**config.mk**
```make
export PLATFORM = sky130hd
export DESIGN_NAME = dma_arb_top
export DESIGN_NICKNAME = d
export VERILOG_FILES = /design/src/verilog/dma_arb_pkg.sv /design/src/verilog/dma_arb_top.sv /design/src/verilog/dma_beat_router.sv /design/src/verilog/dma_req_arbiter.sv /design/src/verilog/dma_xfer_engine.sv /design/src/verilog/seq_queue.sv
export SDC_FILE = /design/constraint.sdc
export NUM_CORES = 1
export LEC_CHECK = 0
export CORE_UTILIZATION = 60
export CTS_CLUSTER_DIAMETER = 60
export CTS_CLUSTER_SIZE = 28
export DETAILED_ROUTE_END_ITERATION = 12
export DONT_BUFFER_PORTS = 1
export PLACE_DENSITY = 0.81
export SLEW_MARGIN = 10
export SYNTH_ARGS = -nofsm -noshare
export SYNTH_HDL_FRONTEND = slang
export SYNTH_HIERARCHICAL = 1
export SYNTH_SLANG_ARGS = --single-unit
export TNS_END_PERCENT = 100
```
**constraint.sdc**
```tcl
create_clock -name aclk -period 9.85 [get_ports aclk]
set_input_delay 0.985 -clock aclk [delete_from_list [all_inputs] [get_ports aclk]]
set_output_delay 0.985 -clock aclk [all_outputs]
set_load 0.05 [all_outputs]
```
**src/verilog/dma_arb_pkg.sv**
```systemverilog
package dma_arb_pkg;

    // Widths shared by the arbiter, router and engine

    // Request byte length
    // Beat count minus one is derived from this in each block
    localparam int LEN_BITS = 16;

    // Virtual address of a request
    localparam int VADDR_BITS = 32;

    // Entries in the mux and completion sequence queues
    // Bounds the number of grants in flight ahead of the router
    localparam int QUEUE_DEPTH = 8;

    // Transfer engine states
    // idle accepts a new request, stream emits its beats
    typedef enum logic {
        idle,
        stream
    } xfer_state_t;

endpackage

```
**src/verilog/dma_arb_top.sv**
```systemverilog
`timescale 1ns/1ps

module dma_arb_top import dma_arb_pkg::*; #(
    parameter int N_REGIONS = 4,
    parameter int DATA_BITS = 64
) (
    input  logic                                 aclk,
    input  logic                                 aresetn,
    input  logic [N_REGIONS-1:0]                 req_valid,
    output logic [N_REGIONS-1:0]                 req_ready,
    input  logic [N_REGIONS-1:0][VADDR_BITS-1:0] req_vaddr,
    input  logic [N_REGIONS-1:0][LEN_BITS-1:0]   req_len,
    input  logic [N_REGIONS-1:0]                 req_ctl,
    output logic [N_REGIONS-1:0]                 rd_valid,
    output logic [DATA_BITS-1:0]                 rd_data,
    output logic [N_REGIONS-1:0]                 done
);

    localparam int ID_BITS  = (N_REGIONS > 1) ? $clog2(N_REGIONS) : 1;
    localparam int NTR_BITS = LEN_BITS - $clog2(DATA_BITS / 8);

    // Arbiter to engine request channel
    logic                  xfer_valid;
    logic                  xfer_ready;
    logic [VADDR_BITS-1:0] xfer_vaddr;
    logic [LEN_BITS-1:0]   xfer_len;
    logic                  xfer_ctl;
    logic                  xfer_done;
    // Engine beats
    logic                  beat_valid;
    logic [DATA_BITS-1:0]  beat_data;
    // Mux sequence head into the router
    logic                  seq_valid;
    logic                  seq_ready;
    logic [ID_BITS-1:0]    seq_id;
    logic [NTR_BITS-1:0]   seq_ntr;

    dma_req_arbiter #(
        .N_REGIONS(N_REGIONS),
        .DATA_BITS(DATA_BITS)
    ) u_arbiter (
        .aclk      (aclk),
        .aresetn   (aresetn),
        .req_valid (req_valid),
        .req_ready (req_ready),
        .req_vaddr (req_vaddr),
        .req_len   (req_len),
        .req_ctl   (req_ctl),
        .xfer_valid(xfer_valid),
        .xfer_ready(xfer_ready),
        .xfer_vaddr(xfer_vaddr),
        .xfer_len  (xfer_len),
        .xfer_ctl  (xfer_ctl),
        .xfer_done (xfer_done),
        .seq_valid (seq_valid),
        .seq_ready (seq_ready),
        .seq_id    (seq_id),
        .seq_ntr   (seq_ntr),
        .done      (done)
    );

    dma_xfer_engine #(
        .DATA_BITS(DATA_BITS)
    ) u_engine (
        .aclk      (aclk),
        .aresetn   (aresetn),
        .xfer_valid(xfer_valid),
        .xfer_ready(xfer_ready),
        .xfer_vaddr(xfer_vaddr),
        .xfer_len  (xfer_len),
        .xfer_ctl  (xfer_ctl),
        .beat_valid(beat_valid),
        .beat_data (beat_data),
        .xfer_done (xfer_done)
    );

    dma_beat_router #(
        .N_REGIONS(N_REGIONS),
        .DATA_BITS(DATA_BITS)
    ) u_router (
        .aclk      (aclk),
        .aresetn   (aresetn),
        .seq_valid (seq_valid),
        .seq_ready (seq_ready),
        .seq_id    (seq_id),
        .seq_ntr   (seq_ntr),
        .beat_valid(beat_valid),
        .beat_data (beat_data),
        .rd_valid  (rd_valid),
        .rd_data   (rd_data)
    );

endmodule

```
**src/verilog/dma_beat_router.sv**
```systemverilog
`timescale 1ns/1ps

module dma_beat_router import dma_arb_pkg::*; #(
    parameter int N_REGIONS = 4,
    parameter int DATA_BITS = 64
) (
    input  logic                                    aclk,
    input  logic                                    aresetn,
    input  logic                                    seq_valid,
    output logic                                    seq_ready,
    input  logic [((N_REGIONS > 1) ? $clog2(N_REGIONS) : 1)-1:0] seq_id,
    input  logic [LEN_BITS-$clog2(DATA_BITS/8)-1:0] seq_ntr,
    input  logic                                    beat_valid,
    input  logic [DATA_BITS-1:0]                    beat_data,
    output logic [N_REGIONS-1:0]                    rd_valid,
    output logic [DATA_BITS-1:0]                    rd_data
);

    localparam int BEAT_LOG = $clog2(DATA_BITS / 8);
    localparam int NTR_BITS = LEN_BITS - BEAT_LOG;

    // Beats already routed for the head entry
    logic [NTR_BITS-1:0]  beat_cnt;
    logic                 last_beat;
    logic [N_REGIONS-1:0] rd_valid_r;
    logic [DATA_BITS-1:0] rd_data_r;

    assign last_beat = (beat_cnt == seq_ntr);

    // Pop on the last beat of the head entry
    assign seq_ready = beat_valid & seq_valid & last_beat;

    always_ff @(posedge aclk or negedge aresetn) begin
        if (!aresetn) begin
            beat_cnt   <= '0;
            rd_valid_r <= '0;
        end else begin
            rd_valid_r <= '0;
            if (beat_valid && seq_valid) begin
                // One-hot to the head region
                rd_valid_r[seq_id] <= 1'b1;
                beat_cnt <= last_beat ? '0 : beat_cnt + 1'b1;
            end
        end
    end

    // Data is shared by all regions
    always_ff @(posedge aclk) begin
        if (beat_valid) begin
            rd_data_r <= beat_data;
        end
    end

    assign rd_valid = rd_valid_r;
    assign rd_data  = rd_data_r;

endmodule

```
**src/verilog/dma_req_arbiter.sv**
```systemverilog
`timescale 1ns/1ps

module dma_req_arbiter import dma_arb_pkg::*; #(
    parameter int N_REGIONS = 4,
    parameter int DATA_BITS = 64
) (
    input  logic                                    aclk,
    input  logic                                    aresetn,
    input  logic [N_REGIONS-1:0]                    req_valid,
    output logic [N_REGIONS-1:0]                    req_ready,
    input  logic [N_REGIONS-1:0][VADDR_BITS-1:0]    req_vaddr,
    input  logic [N_REGIONS-1:0][LEN_BITS-1:0]      req_len,
    input  logic [N_REGIONS-1:0]                    req_ctl,
    output logic                                    xfer_valid,
    input  logic                                    xfer_ready,
    output logic [VADDR_BITS-1:0]                   xfer_vaddr,
    output logic [LEN_BITS-1:0]                     xfer_len,
    output logic                                    xfer_ctl,
    input  logic                                    xfer_done,
    output logic                                    seq_valid,
    input  logic                                    seq_ready,
    output logic [((N_REGIONS > 1) ? $clog2(N_REGIONS) : 1)-1:0] seq_id,
    output logic [LEN_BITS-$clog2(DATA_BITS/8)-1:0] seq_ntr,
    output logic [N_REGIONS-1:0]                    done
);

    localparam int ID_BITS  = (N_REGIONS > 1) ? $clog2(N_REGIONS) : 1;
    localparam int BEAT_LOG = $clog2(DATA_BITS / 8);
    localparam int NTR_BITS = LEN_BITS - BEAT_LOG;

    logic [ID_BITS-1:0]  rr_ptr;
    logic [ID_BITS-1:0]  grant_id;
    logic                found;
    logic                queues_ok;
    logic                accept;
    logic [LEN_BITS-1:0] len_m1;
    logic                mux_in_ready;
    logic                cpl_in_ready;
    logic                cpl_valid;
    logic [ID_BITS-1:0]  cpl_id;
    logic [N_REGIONS-1:0] done_r;

    // Rotating priority search from rr_ptr upward
    always_comb begin
        int unsigned idx;
        found    = 1'b0;
        grant_id = rr_ptr;
        for (int k = 0; k < N_REGIONS; k++) begin
            idx = int'(rr_ptr) + k;
            // Wrap past the last region
            if (idx >= N_REGIONS) begin
                idx = idx - N_REGIONS;
            end
            if (!found && req_valid[idx]) begin
                found    = 1'b1;
                grant_id = ID_BITS'(idx);
            end
        end
    end

    // A grant needs room in both sequence queues
    assign queues_ok  = mux_in_ready & cpl_in_ready;
    assign xfer_valid = found & queues_ok;
    assign accept     = xfer_valid & xfer_ready;

    always_comb begin
        req_ready = '0;
        req_ready[grant_id] = found & queues_ok & xfer_ready;
    end

    // Granted request onto the engine channel
    assign xfer_vaddr = req_vaddr[grant_id];
    assign xfer_len   = req_len[grant_id];
    assign xfer_ctl   = req_ctl[grant_id];

    // Beats minus one
    assign len_m1 = req_len[grant_id] - 1'b1;

    always_ff @(posedge aclk or negedge aresetn) begin
        if (!aresetn) begin
            rr_ptr <= '0;
            done_r <= '0;
        end else begin
            // Pointer steps by one per grant and does not skip past the winner
            if (accept) begin
                rr_ptr <= (rr_ptr == ID_BITS'(N_REGIONS - 1)) ? '0 : rr_ptr + 1'b1;
            end
            done_r <= '0;
            if (xfer_done && cpl_valid) begin
                done_r[cpl_id] <= 1'b1;
            end
        end
    end

    assign done = done_r;

    // Mux sequence of region id and beat count for the router
    seq_queue #(
        .WIDTH(ID_BITS + NTR_BITS),
        .DEPTH(QUEUE_DEPTH)
    ) u_mux_queue (
        .aclk     (aclk),
        .aresetn  (aresetn),
        .in_valid (accept),
        .in_ready (mux_in_ready),
        .in_data  ({grant_id, len_m1[LEN_BITS-1:BEAT_LOG]}),
        .out_valid(seq_valid),
        .out_ready(seq_ready),
        .out_data ({seq_id, seq_ntr})
    );

    // Completion sequence that only ctl requests enter
    seq_queue #(
        .WIDTH(ID_BITS),
        .DEPTH(QUEUE_DEPTH)
    ) u_cpl_queue (
        .aclk     (aclk),
        .aresetn  (aresetn),
        .in_valid (accept & req_ctl[grant_id]),
        .in_ready (cpl_in_ready),
        .in_data  (grant_id),
        .out_valid(cpl_valid),
        .out_ready(xfer_done),
        .out_data (cpl_id)
    );

endmodule

```
**src/verilog/dma_xfer_engine.sv**
```systemverilog
`timescale 1ns/1ps

module dma_xfer_engine import dma_arb_pkg::*; #(
    parameter int DATA_BITS = 64
) (
    input  logic                  aclk,
    input  logic                  aresetn,
    input  logic                  xfer_valid,
    output logic                  xfer_ready,
    input  logic [VADDR_BITS-1:0] xfer_vaddr,
    input  logic [LEN_BITS-1:0]   xfer_len,
    input  logic                  xfer_ctl,
    output logic                  beat_valid,
    output logic [DATA_BITS-1:0]  beat_data,
    output logic                  xfer_done
);

    localparam int BEAT_LOG   = $clog2(DATA_BITS / 8);
    localparam int NTR_BITS   = LEN_BITS - BEAT_LOG;
    localparam int BEAT_BYTES = DATA_BITS / 8;

    xfer_state_t           state;
    logic [NTR_BITS-1:0]   beats_left;
    logic [VADDR_BITS-1:0] beat_addr;
    logic                  ctl_q;
    logic                  done_r;
    logic [LEN_BITS-1:0]   len_m1;

    // One request at a time
    assign xfer_ready = (state == idle);
    assign len_m1     = xfer_len - 1'b1;

    always_ff @(posedge aclk or negedge aresetn) begin
        if (!aresetn) begin
            state      <= idle;
            beats_left <= '0;
            beat_addr  <= '0;
            ctl_q      <= 1'b0;
            done_r     <= 1'b0;
        end else begin
            done_r <= 1'b0;
            case (state)
                idle: begin
                    if (xfer_valid) begin
                        // Latch request, first beat next cycle
                        beat_addr  <= xfer_vaddr;
                        beats_left <= len_m1[LEN_BITS-1:BEAT_LOG];
                        ctl_q      <= xfer_ctl;
                        state      <= stream;
                    end
                end
                stream: begin
                    beat_addr <= beat_addr + VADDR_BITS'(BEAT_BYTES);
                    if (beats_left == '0) begin
                        // Done lands with the return to idle
                        done_r <= ctl_q;
                        state  <= idle;
                    end else begin
                        beats_left <= beats_left - 1'b1;
                    end
                end
                default: state <= idle;
            endcase
        end
    end

    // Beat payload is the address of the beat, zero-extended
    assign beat_valid = (state == stream);
    assign beat_data  = DATA_BITS'(beat_addr);
    assign xfer_done  = done_r;

endmodule

```
**src/verilog/seq_queue.sv**
```systemverilog
`timescale 1ns/1ps

module seq_queue #(
    parameter int WIDTH = 8,
    parameter int DEPTH = 8
) (
    input  logic             aclk,
    input  logic             aresetn,
    input  logic             in_valid,
    output logic             in_ready,
    input  logic [WIDTH-1:0] in_data,
    output logic             out_valid,
    input  logic             out_ready,
    output logic [WIDTH-1:0] out_data
);

    localparam int PTR_BITS = (DEPTH > 1) ? $clog2(DEPTH) : 1;
    localparam int CNT_BITS = $clog2(DEPTH + 1);

    // Entry storage with its pointers and occupancy
    logic [WIDTH-1:0]    mem [DEPTH];
    logic [PTR_BITS-1:0] wr_ptr;
    logic [PTR_BITS-1:0] rd_ptr;
    logic [CNT_BITS-1:0] count;
    logic                push;
    logic                pop;

    assign in_ready  = (count != CNT_BITS'(DEPTH));
    assign out_valid = (count != '0);
    // Head is read straight from the array
    assign out_data  = mem[rd_ptr];

    assign push = in_valid & in_ready;
    assign pop  = out_valid & out_ready;

    always_ff @(posedge aclk) begin
        if (push) begin
            mem[wr_ptr] <= in_data;
        end
    end

    always_ff @(posedge aclk or negedge aresetn) begin
        if (!aresetn) begin
            wr_ptr <= '0;
            rd_ptr <= '0;
            count  <= '0;
        end else begin
            // Pointers wrap at DEPTH so any depth works
            if (push) begin
                wr_ptr <= (wr_ptr == PTR_BITS'(DEPTH - 1)) ? '0 : wr_ptr + 1'b1;
            end
            if (pop) begin
                rd_ptr <= (rd_ptr == PTR_BITS'(DEPTH - 1)) ? '0 : rd_ptr + 1'b1;
            end
            // Simultaneous push and pop leaves count unchanged
            if (push && !pop) begin
                count <= count + 1'b1;
            end else if (pop && !push) begin
                count <= count - 1'b1;
            end
        end
    end

endmodule
```
Yosys cells after proc, flatten, opt, wreduce, memory -nomap -nowiden
Memory sizes are Yosys's and may differ from the RTL's.
Index checks and enable logic that the tools add are counted.
{"block": "word_totals", "output_inout_bits": 76, "regBits": 123, "mem_bits_rw": 136, "inputBits": 202, "mem_count": 2, "word_cells": 158}
{"block": "op_classes", "bitwise": 12, "reduce_logical": 26, "mux": 58, "eq_ne": 10, "n_lt_le_gt_ge": 14, "addsub": 20}
{"name": "u_arbiter.u_mux_queue.mem", "words": 8, "width": 15, "read_ports": 1, "rd_ports_with_merged_regs": 0, "wr": 1, "line": "seq_queue.sv:21", "source": "logic [WIDTH-1:0] mem [DEPTH];"}
{"name": "u_arbiter.u_cpl_queue.mem", "words": 8, "width": 2, "read_ports": 1, "rd_ports_with_merged_regs": 0, "wr": 1, "line": "seq_queue.sv:21"}
{"cell": "32-bit 2-to-1 mux", "count": 6}
{"cell": "32-bit by 3-bit < comparator with 1-bit output, second input constant", "count": 4}
{"cell": "32-bit by 3-bit greater-or-equal comparator with 1-bit output, second input constant", "count": 3}
{"cell": "32-bit by 3-bit subtractor with 32-bit output, second input constant", "count": 3}
{"cell": "32-bit binary-select mux with 2-bit select", "count": 1}
{"cell": "32-bit case mux with 2 select lines", "count": 1}
{"cell": "13-bit 2-to-1 mux", "count": 3}
{"cell": "32-bit by 4-bit adder with 32-bit output, second input constant", "count": 1}
{"cell": "16-bit binary-select mux with 2-bit select", "count": 1}
{"cell": "13-bit case mux with 2 select lines", "count": 1}
{"cell": "4-bit 2-to-1 mux", "count": 6}
{"cell": "1-bit 2-to-1 mux", "count": 20}
{"cell": "16-bit 2-to-1 mux", "count": 1}
{"cell": "16-bit by 1-bit subtractor with 16-bit output, second input constant", "count": 1}
{"cell": "13-bit by 1-bit adder with 13-bit output, second input constant", "count": 1}
{"cell": "13-bit equality test", "count": 1}
{"cell": "13-bit zero test", "count": 1}
{"cell": "13-bit by 1-bit subtractor with 13-bit output, second input constant", "count": 1}
{"cell": "3-bit by 1-bit adder with 3-bit output, second input constant", "count": 4}
{"cell": "3-bit equality test, second input constant", "count": 4}
{"cell": "1-bit logical AND", "count": 12}
{"cell": "3-bit 2-to-1 mux", "count": 4}
{"cell": "1-bit AND", "count": 10}
{"cell": "1-bit binary-select mux with 2-bit select", "count": 5}
{"cell": "22 further kinds", "count": 45}

Longest topological paths before layout
Gate-level depths: netlist of the first run.
{"block": "logic_depth", "depth_word": 22, "mapped_depth": 21, "depth_no_buf": 18}

Modules after synthesis
The synthesis of the first run kept the hierarchy.
{"mod": "seq_queue (u_arbiter.u_mux_queue)", "n_inst": 1, "cells_per_inst": 239, "area_per_inst_um2": 5290.1, "seq_area_each_um2": 3853.7}
{"mod": "dma_xfer_engine", "n_inst": 1, "cells_per_inst": 379, "area_per_inst_um2": 3321.9, "seq_area_each_um2": 1201.2}
{"mod": "dma_beat_router", "n_inst": 1, "cells_per_inst": 168, "area_per_inst_um2": 2889.0, "seq_area_each_um2": 2347.3}
{"mod": "dma_req_arbiter", "n_inst": 1, "cells_per_inst": 425, "area_per_inst_um2": 2384.8, "seq_area_each_um2": 150.1}
{"mod": "seq_queue (u_arbiter.u_cpl_queue)", "n_inst": 1, "cells_per_inst": 87, "area_per_inst_um2": 1298.7, "seq_area_each_um2": 730.7}

Worst setup path before layout of the first run
Ideal clock, no wire load.
{"block": "synth_timing", "path_kind": "reg-to-reg", "startpoint": "reg u_engine.state, in the netlist u_engine/beat_valid", "endpoint": "reg u_arbiter.u_cpl_queue.count[3]", "path_stages_with_launch": 14, "slack_ns": 5.082, "n_path_buf": 1, "t_arrival_ns": 4.637, "required_time_ns": 9.719, "period_less_slack_ns": 4.768, "setup_ns": 0.131, "cell_sequence": "dfrtp_1 clkinv_1 clkbuf_1 nand2_1 inv_1 and2_1 nand2_8 inv_1 ha_1 inv_1 ha_1 or4_1 o211ai_1 o211ai_1"}
{"block": "synth_between", "elab_chain_cells": 7, "word_cells_on_any_way": 9, "cone_classes": "1 x mux; 4 x bitwise; 4 x reduce/logical"}
{"element": "start, declared", "line": "dma_xfer_engine.sv:22", "source": "xfer_state_t state;"}
{"element": "start signal, assigned", "line": "dma_xfer_engine.sv:35", "source": "state <= idle;"}
{"element": "start signal, assigned", "line": "dma_xfer_engine.sv:49", "source": "state <= stream;"}
{"element": "start signal, assigned", "line": "dma_xfer_engine.sv:57", "source": "state <= idle;"}
{"element": "1-bit NOT (no line) (*)"}
{"element": "net xfer_ready", "line": "dma_arb_top.sv:24", "source": "logic xfer_ready;"}
{"element": "1-bit AND (*)", "line": "dma_req_arbiter.sv:64", "source": "assign accept = xfer_valid & xfer_ready;"}
{"element": "net u_arbiter.accept", "line": "dma_req_arbiter.sv:35", "source": "logic accept;"}
{"element": "1-bit AND (*)", "line": "dma_req_arbiter.sv:119", "source": ".in_valid (accept & req_ctl[grant_id]),"}
{"element": "1-bit AND (*)", "line": "seq_queue.sv:33", "source": "assign push = in_valid & in_ready;"}
{"element": "net u_arbiter.u_cpl_queue.push", "line": "seq_queue.sv:25", "source": "logic push;"}
{"element": "1-bit zero test", "line": "seq_queue.sv:58", "source": "end else if (pop && !push) begin"}
{"element": "1-bit logical AND", "line": "seq_queue.sv:58"}
{"element": "2-bit nonzero test (no line)"}
{"element": "end signal, assigned", "line": "seq_queue.sv:57", "source": "count <= count + 1'b1;"}
{"element": "end signal, assigned", "line": "seq_queue.sv:59", "source": "count <= count - 1'b1;"}
{"element": "end, declared", "line": "seq_queue.sv:24", "source": "logic [CNT_BITS-1:0] count;"}
Mark *: on every way through the listed nets, which the timed path passes. The rest lies on a longest branch.
A chain may end at the register's enable or synchronous reset.

Worst setup path in the final report of the first run
{"block": "layout_timing", "startpoint": "reg u_arbiter.rr_ptr[0]", "endpoint": "reg u_arbiter.u_cpl_queue.count[3]"}
{"block": "layout_between", "elab_chain_cells": 21, "word_cells_on_any_way": 48, "cone_classes": "7 x add/sub; 4 x order compare; 23 x mux; 4 x bitwise; 10 x reduce/logical"}
{"element": "start, declared", "line": "dma_req_arbiter.sv:31", "source": "logic [ID_BITS-1:0] rr_ptr;"}
{"element": "start signal, assigned", "line": "dma_req_arbiter.sv:86", "source": "rr_ptr <= (rr_ptr == ID_BITS'(N_REGIONS - 1)) ? '0 : rr_ptr + 1'b1;"}
{"element": "parallel branches: the longest is 13 deep, another holds 32-bit by 3-bit subtractor with 32-bit output"}
{"element": "2-bit 2-to-1 mux (*)", "line": "dma_req_arbiter.sv:54", "source": "if (!found && req_valid[idx]) begin"}
{"element": "1-bit binary-select mux with 2-bit select (*)"}
{"element": "1-bit 2-to-1 mux (*)"}
{"element": "net xfer_ctl", "line": "dma_arb_top.sv:27", "source": "logic xfer_ctl;"}
{"element": "1-bit AND (*)", "line": "dma_req_arbiter.sv:119"}
{"element": "1-bit AND (*)", "line": "seq_queue.sv:33"}
{"element": "net u_arbiter.u_cpl_queue.push", "line": "seq_queue.sv:25"}
{"element": "1-bit zero test", "line": "seq_queue.sv:58"}
{"element": "1-bit logical AND", "line": "seq_queue.sv:58"}
{"element": "2-bit nonzero test (no line)"}
Mark *: on every way through the listed nets, which the timed path passes. The select of a mux whose other input is x is not followed.

==> flow_metrics.py, run 1 <==
metrics = {
    "setup_path": {
        "rrSetupSlack_ns": 4.37,
        "worst-path-buf-inv": 4,
        "r2r_start": "u_arbiter/rr_ptr[0]",
        "required_ns": 10.25,
        "path_cells": "ha_1 > o21a_1 > a221oi_1 > a21o_2 > inv_4 > buf_4 > and3_1 > a31oi_1 > and2_1 > nand2_8 > inv_1 > ha_1 > inv_1 > ha_1 > or4_1 > o211ai_1 > o211ai_1",
        "r2r_end": "u_arbiter/u_cpl_queue/count[3]",
        "cp_data_arrival_time_ns": 5.88,
        "endpoint_kind": "flop",
        "worstSetupStartpoint": "u_arbiter/rr_ptr[0]",
        "path_delay_family": "compound AO/OA/AOI/OAI gates",
        "r2r_cells": 17,
        "critPathLaunchType": "flop",
        "cp_slowest_stage_delay_ns": 0.76,
        "crit_top_cell": "ha_1",
        "crit_fanout": 49,
        "crit_type": "flop to flop",
        "cp_slowest_cell": "a21o_2",
    },
    "logic_synthesis": {
        "yosys_warnings": 6,
        "synth_area_mm2": 0.0152,
        "yosys-top-cells-area": "edfxtp_1 (40%), dfrtp_1 (15%), nand2_1 (5.5%), mux4_1 (4.2%), mux2_2 (2.5%)",
        "synth.avg_cell_area_um2": 11.7,
        "synth_seq_cells": 291,
        "syn_inst": 1298,
        "ys_types": 83,
        "synth_edf_count": 200,
        "synth_top_area_cell": "edfxtp_1",
        "ys.flop_type": "edfxtp_1",
        "synthArstFlopShare_pct": 31.3,
        "synth_seq_area_share_pct": 54.5,
        "yosysTopAreaCellShare_pct": 39.6,
    },
    "clock_tree": {
        "ctsResizeCount": 0,
        "holdBufCountCts": 0,
        "clk_pin_slew_ns": 0.09,
        "cts_tree": "done",
        "cts_setup_buffers": 0,
        "clock_sink_count": 291,
        "cts_buffers": 22,
        "cts_max_level": 1,
        "ctsLongestPathBuffers": 3,
        "clockRootBuffer": "clkbuf_16",
        "clk_latency_ns": 0.54,
    },
    "power_and_ir_drop": {
        "power_density_mw_per_mm2": 212,
        "p_clk_share_pct": 28.0,
        "vdd_drop_max_v": 0.000142,
        "comb_power_share_pct": 18.3,
        "net-switching-power_mw": 1.19,
        "swShare_pct": 35.0,
        "p_leak_nw": 6.15,
        "seqPwrFrac_pct": 53.7,
        "p_total_mw": 3.41,
        "p_int_mw": 2.22,
    },
    "cells_and_area": {
        "stdcell_area_mm2": 0.0161,
        "drive_gt1_share_pct": 11.3,
        "final_nets": 1487,
        "fillers": 1746,
        "final_util_pct": 65.4,
        "fin_cells": 1606,
        "syn2layout_area_growth_pct": 6.01,
    },
    "timing": {
        "fin_ws_ns": 4.37,
        "grt_setup_unrepaired": "false",
        "relSlewSlack_pct": 27.4,
        "period_share_pct": 55.7,
        "fmax_mhz": 182,
        "hold_viol": 0,
        "period_minus_slack_ns": 5.48,
        "whs_ns": 0.133,
        "worst_pin_slew_ns": 1.09,
        "finClkSkew_ns": 0.0285,
        "setup_viol": 0,
        "maxSlewViolCount": 0,
        "setup_tns_ns": 0,
    },
    "detailed_routing": {
        "drc_errors": 0,
        "num_vias": 10300,
        "dr.pass1.iters": 5,
        "ant_nets": 0,
        "drt-initial-drc-count": 1077,
        "routed_wl_mm": 34.7,
        "wire_per_inst_um": 21.6,
        "viasPerCell": 6.42,
    },
    "die": {
        "num_io_pins": 278,
        "initial_core_util_pct": 61.7,
        "fp.dieW_um": 161,
        "coreArea_mm2": 0.0246,
        "row_count": 57,
        "die-area_mm2": 0.0259,
        "die_h_um": 161,
    },
    "global_route": {
        "grt_antenna_before_repair": 2,
        "overflow": 0,
        "grt_max_degree": 96,
        "grt_pass1_wl_mm": 53.4,
        "grt_usage_pct": 26.4,
        "grt_pass1_vias": 9723,
    },
    "run_status": {
        "outcome": "finished clean",
    },
    "placement": {
        "place_hpwl_mm": 23.6,
        "finalWeightedCongestion": 0.899,
        "place_ws_ns": 4.24,
        "dpl_cell_area_mm2": 0.0153,
        "portBuffers": 0,
        "placed_cells": 1564,
    },
    "flow_run": {
        "drv_cap": 0,
    },
    "hold_path": {
        "holdCritPathClass": "input pin to async pin",
    },
}
[worst max path at each step]
stage / depth (start not counted) / endpoint
global placement: 16 / u_arbiter/u_cpl_queue/count[3]
floorplan: 13 / u_arbiter/u_cpl_queue/count[3]
global route: 15 / u_engine/beats_left[9]
finish: 17 / u_arbiter/u_cpl_queue/count[3]
detailed placement: 16 / u_arbiter/u_cpl_queue/count[3]
CTS: 17 / u_arbiter/u_cpl_queue/count[3]
[cell type report]
cell class,instances,area (um2),area share (%)
antenna,2,5.00,0.0311
clock buffer,23,554,3.44
clock inverter,17,235,1.46
inverter,30,116,0.723
multi-input combinational,909,6420,39.9
sequential,291,8290,51.5
tap,324,405,2.52
timing repair buffer,10,75.1,0.466
[cells in the final DEF (no fill, tap or decap), drive strengths merged, types with 5 or more instances in the layout]
cell type  instances
inv               34
edfxtp           200
mux2              38
or4                8
nor2b             19
clkbuf            23
xnor2             33
mux4              36
nor2              56
clkinv            12
a21oi             40
nand4             13
nor3              46
ha                19
and3              45
a31oi             42
nand3             32
o21a               5
xor2              32
nand2            226
o211ai            10
o21ai             30
a21o               6
nand2b            10
or3                8
buf               10
a211oi            19
conb              32
mux2i             29
nor4              19
dfrtp             91
and2               6
[power groups by stage]
stage | registers [mW] | clock network (mW) | logic [mW]
6_report | 1.83 | 0.956 | 0.624
2_1_floorplan | 1.79 | 0 | 0.508
3_3_place_gp | 1.84 | 0 | 0.582
4_1_cts | 1.83 | 0.969 | 0.615
3_5_place_dp | 1.85 | 0 | 0.612
5_1_grt | 1.85 | 1.02 | 0.692
[cells in the mapped netlist, drive strengths merged (3+ instances only)]
library cell,instances
nand2,226
mux4,36
o41ai,3
nor4,19
a211oi,19
nand3b,4
o21ai,30
nand4,13
edfxtp,200
or4,8
and2,6
a21oi,40
ha,19
a31oi,42
a21o,6
mux2i,29
nor2b,19
or3,8
nor3,46
o211a,3
xor2,32
inv,29
mux2,38
clkbuf,40
and3,45
nand3,32
nor2,56
o21a,5
or2,4
o31ai,3
o211ai,10
dfrtp,91
buf,59
o22ai,4
xnor2,33
nand2b,10
[layer usage]
layer  global-route usage (%)  share of wire, %  up-vias
li1                         -                 -     4677
met1                     36.5                40     5002
met2                     43.5                49      563
met3                     4.21               7.7       63
met4                     7.80               2.5        0
met5                        0                 0        -
[state kept, by name, indices dropped and copies added, names as in the netlist]
name	flops
u_arbiter/done	4
u_arbiter/rr_ptr	2
u_arbiter/u_cpl_queue/count	4
u_arbiter/u_cpl_queue/mem	16
u_arbiter/u_cpl_queue/rd_ptr	3
u_arbiter/u_cpl_queue/wr_ptr	3
u_arbiter/u_mux_queue/count	4
u_arbiter/u_mux_queue/mem	120
u_arbiter/u_mux_queue/rd_ptr	3
u_arbiter/u_mux_queue/wr_ptr	3
u_engine/beat_addr	32
u_engine/beat_valid	1
u_engine/beats_left	13
u_engine/ctl_q	1
u_engine/xfer_done	1
u_router/beat_cnt	13
u_router/rd_data	64
u_router/rd_valid	4
[kinds of logic after synthesis]
group           count (synthesis)  synth area share, %
compound gates                183                 8.06
fa+ha+maj                      21                 1.83
simple gates                  505                 16.6
mux                           103                 10.7
xor+xnor                       65                 3.75
other cells                     1               0.0247
buf+inv                       129                 4.44
flops                         291                 54.5
(Power assumes the default switching activity.)
==> run 2: changes to the inputs <==
==> constraint.sdc (replaced) <==
create_clock -name aclk -period 5.1 [get_ports aclk]
set_input_delay 0.51 -clock aclk [delete_from_list [all_inputs] [get_ports aclk]]
set_output_delay 0.51 -clock aclk [all_outputs]
set_load 0.05 [all_outputs]
==> flow_metrics.py, run 2 (synthesized netlist as in run 1, its figures left out) <==
metrics = {
    "clock_tree": {
        "ctsLongestPathBuffers": 3,
        "clk_pin_slew_ns": 0.09,
        "clock_sink_count": 291,
        "clk_latency_ns": 0.52,
        "ctsResizeCount": 0,
        "cts_buffers": 19,
        "cts_setup_buffers": 0,
        "cts_max_level": 1,
        "cts_tree": "done",
        "clockRootBuffer": "clkbuf_16",
        "holdBufCountCts": 2,
    },
    "detailed_routing": {
        "viasPerCell": 6.41,
        "wire_per_inst_um": 21.8,
        "drc_errors": 0,
        "routed_wl_mm": 35.1,
        "dr.pass1.iters": 5,
        "drt-initial-drc-count": 1111,
        "ant_nets": 0,
        "num_vias": 10300,
    },
    "setup_path": {
        "critPathLaunchType": "flop",
        "endpoint_kind": "flop",
        "crit_fanout": 55,
        "required_ns": 5.49,
        "crit_type": "flop to flop",
        "cp_data_arrival_time_ns": 4.86,
        "rrSetupSlack_ns": 0.64,
        "r2r_cells": 15,
    },
    "die": {
        "die_h_um": 161,
        "initial_core_util_pct": 61.7,
        "coreArea_mm2": 0.0246,
        "fp.dieW_um": 161,
        "row_count": 57,
        "num_io_pins": 278,
        "die-area_mm2": 0.0259,
    },
    "cells_and_area": {
        "drive_gt1_share_pct": 11.4,
        "largest_register_ffs": 120,
        "syn2layout_area_growth_pct": 5.74,
        "final_cell_mix": "nand2_1 (222), edfxtp_1 (200), dfrtp_1 (90), nor2_1 (52), and3_1 (44)",
        "regArea_mm2": 0.00829,
        "fillers": 1809,
        "final_nets": 1494,
        "multiInputGateArea_mm2": 0.00641,
        "final_common_cell": "nand2_1",
        "top_register": "u_arbiter/u_mux_queue/mem",
    },
    "power_and_ir_drop": {
        "power_density_mw_per_mm2": 400,
        "p_leak_nw": 6.11,
        "p_total_mw": 6.42,
        "vdd_drop_max_v": 0.000337,
    },
    "timing": {
        "period_share_pct": 87.5,
        "worst_pin_slew_ns": 1.10,
        "setup_viol": 0,
        "grt_setup_unrepaired": "false",
        "maxSlewViolCount": 0,
        "hold_viol": 0,
        "period_minus_slack_ns": 4.46,
        "finClkSkew_ns": 0.0314,
        "relSlewSlack_pct": 26.8,
        "fmax_mhz": 224,
        "setup_tns_ns": 0,
    },
    "placement": {
        "portBuffers": 0,
        "finalWeightedCongestion": 0.912,
        "place_hpwl_mm": 24.5,
    },
    "hold_path": {
        "holdPathStages": 4,
        "holdCritPathClass": "input pin to flop",
    },
    "global_route": {
        "grt_pass1_vias": 9800,
        "grt_antenna_before_repair": 2,
        "grt_usage_pct": 26.6,
        "overflow": 0,
        "grt_pass1_wl_mm": 53.9,
        "grt_max_degree": 92,
    },
    "run_status": {
        "outcome": "finished clean",
    },
    "flow_run": {
        "drv_cap": 0,
    },
}
==> run 2: area by class of cell <==
cell class	instances	share of cell area [%]
sequential	291	51.6
timing repair buffer	20	1.15
clock inverter	10	0.881
tap	324	2.52
multi-input combinational	909	39.9
antenna	2	0.0312
inverter	30	0.725
clock buffer	23	3.18
==> run 2: report_power, final <==
group / switching [mW] / total [mW] / internal (mW)
Combinational: 0.758 / 1.24 / 0.482
Sequential: 0.639 / 3.53 / 2.90
Clock: 0.833 / 1.64 / 0.811
Total: 2.23 / 6.42 / 4.19
==> run 2: routing by layer <==
metal / global-route usage (%) / share of wire, % / up-vias
li1: - / - / 4676
met1: 36.1 / 41 / 5036
met2: 44.6 / 49 / 534
met3: 4.49 / 7.7 / 73
met4: 7.25 / 2.4 / 0
met5: 0 / 0 / -
==> run 2: worst paths after layout <==
| kind | end | start |
|---|---|---|
| max | u_engine/beats_left[9] | u_arbiter/rr_ptr[0] |
| max reg2reg | u_engine/beats_left[9] | u_arbiter/rr_ptr[0] |
| min in group asynchronous | u_arbiter/u_mux_queue/count[0] | aresetn |
| min reg2reg | u_router/rd_data[0] | u_engine/beat_addr[0] |
| max in group asynchronous | u_engine/beat_valid | aresetn |
| min | u_engine/beat_addr[10] | req_vaddr[42] |
==> run 2: critical path: stages (launching register included) <==
cell	delay (ns)
dfrtp_1	0.50
ha_1	0.49
mux2i_1	0.23
o21a_1	0.15
o21ai_0	0.07
and3_4	0.24
clkinv_2	0.06
buf_4	0.46
nand3_1	0.13
o21ai_0	0.19
inv_1	0.13
nor4_2	0.65
nand3_1	0.33
o41ai_1	0.32
o211ai_1	0.13
a32o_1	0.27
==> run 2: stage by stage <==
step                      area [um2]  instances  util [%]  setup WS [ns]  hold WS, ns
after floorplan                15300       1329         -          0.332        0.214
after global placement         15400       1572      62.4          0.898        0.216
after detailed placement       15400       1572      62.4          0.775        0.216
after CTS                      16100       1607      65.2          0.730        0.349
after global routing           16100       1608      65.2          0.171        0.395
final                          16100       1609      65.3          0.638        0.356
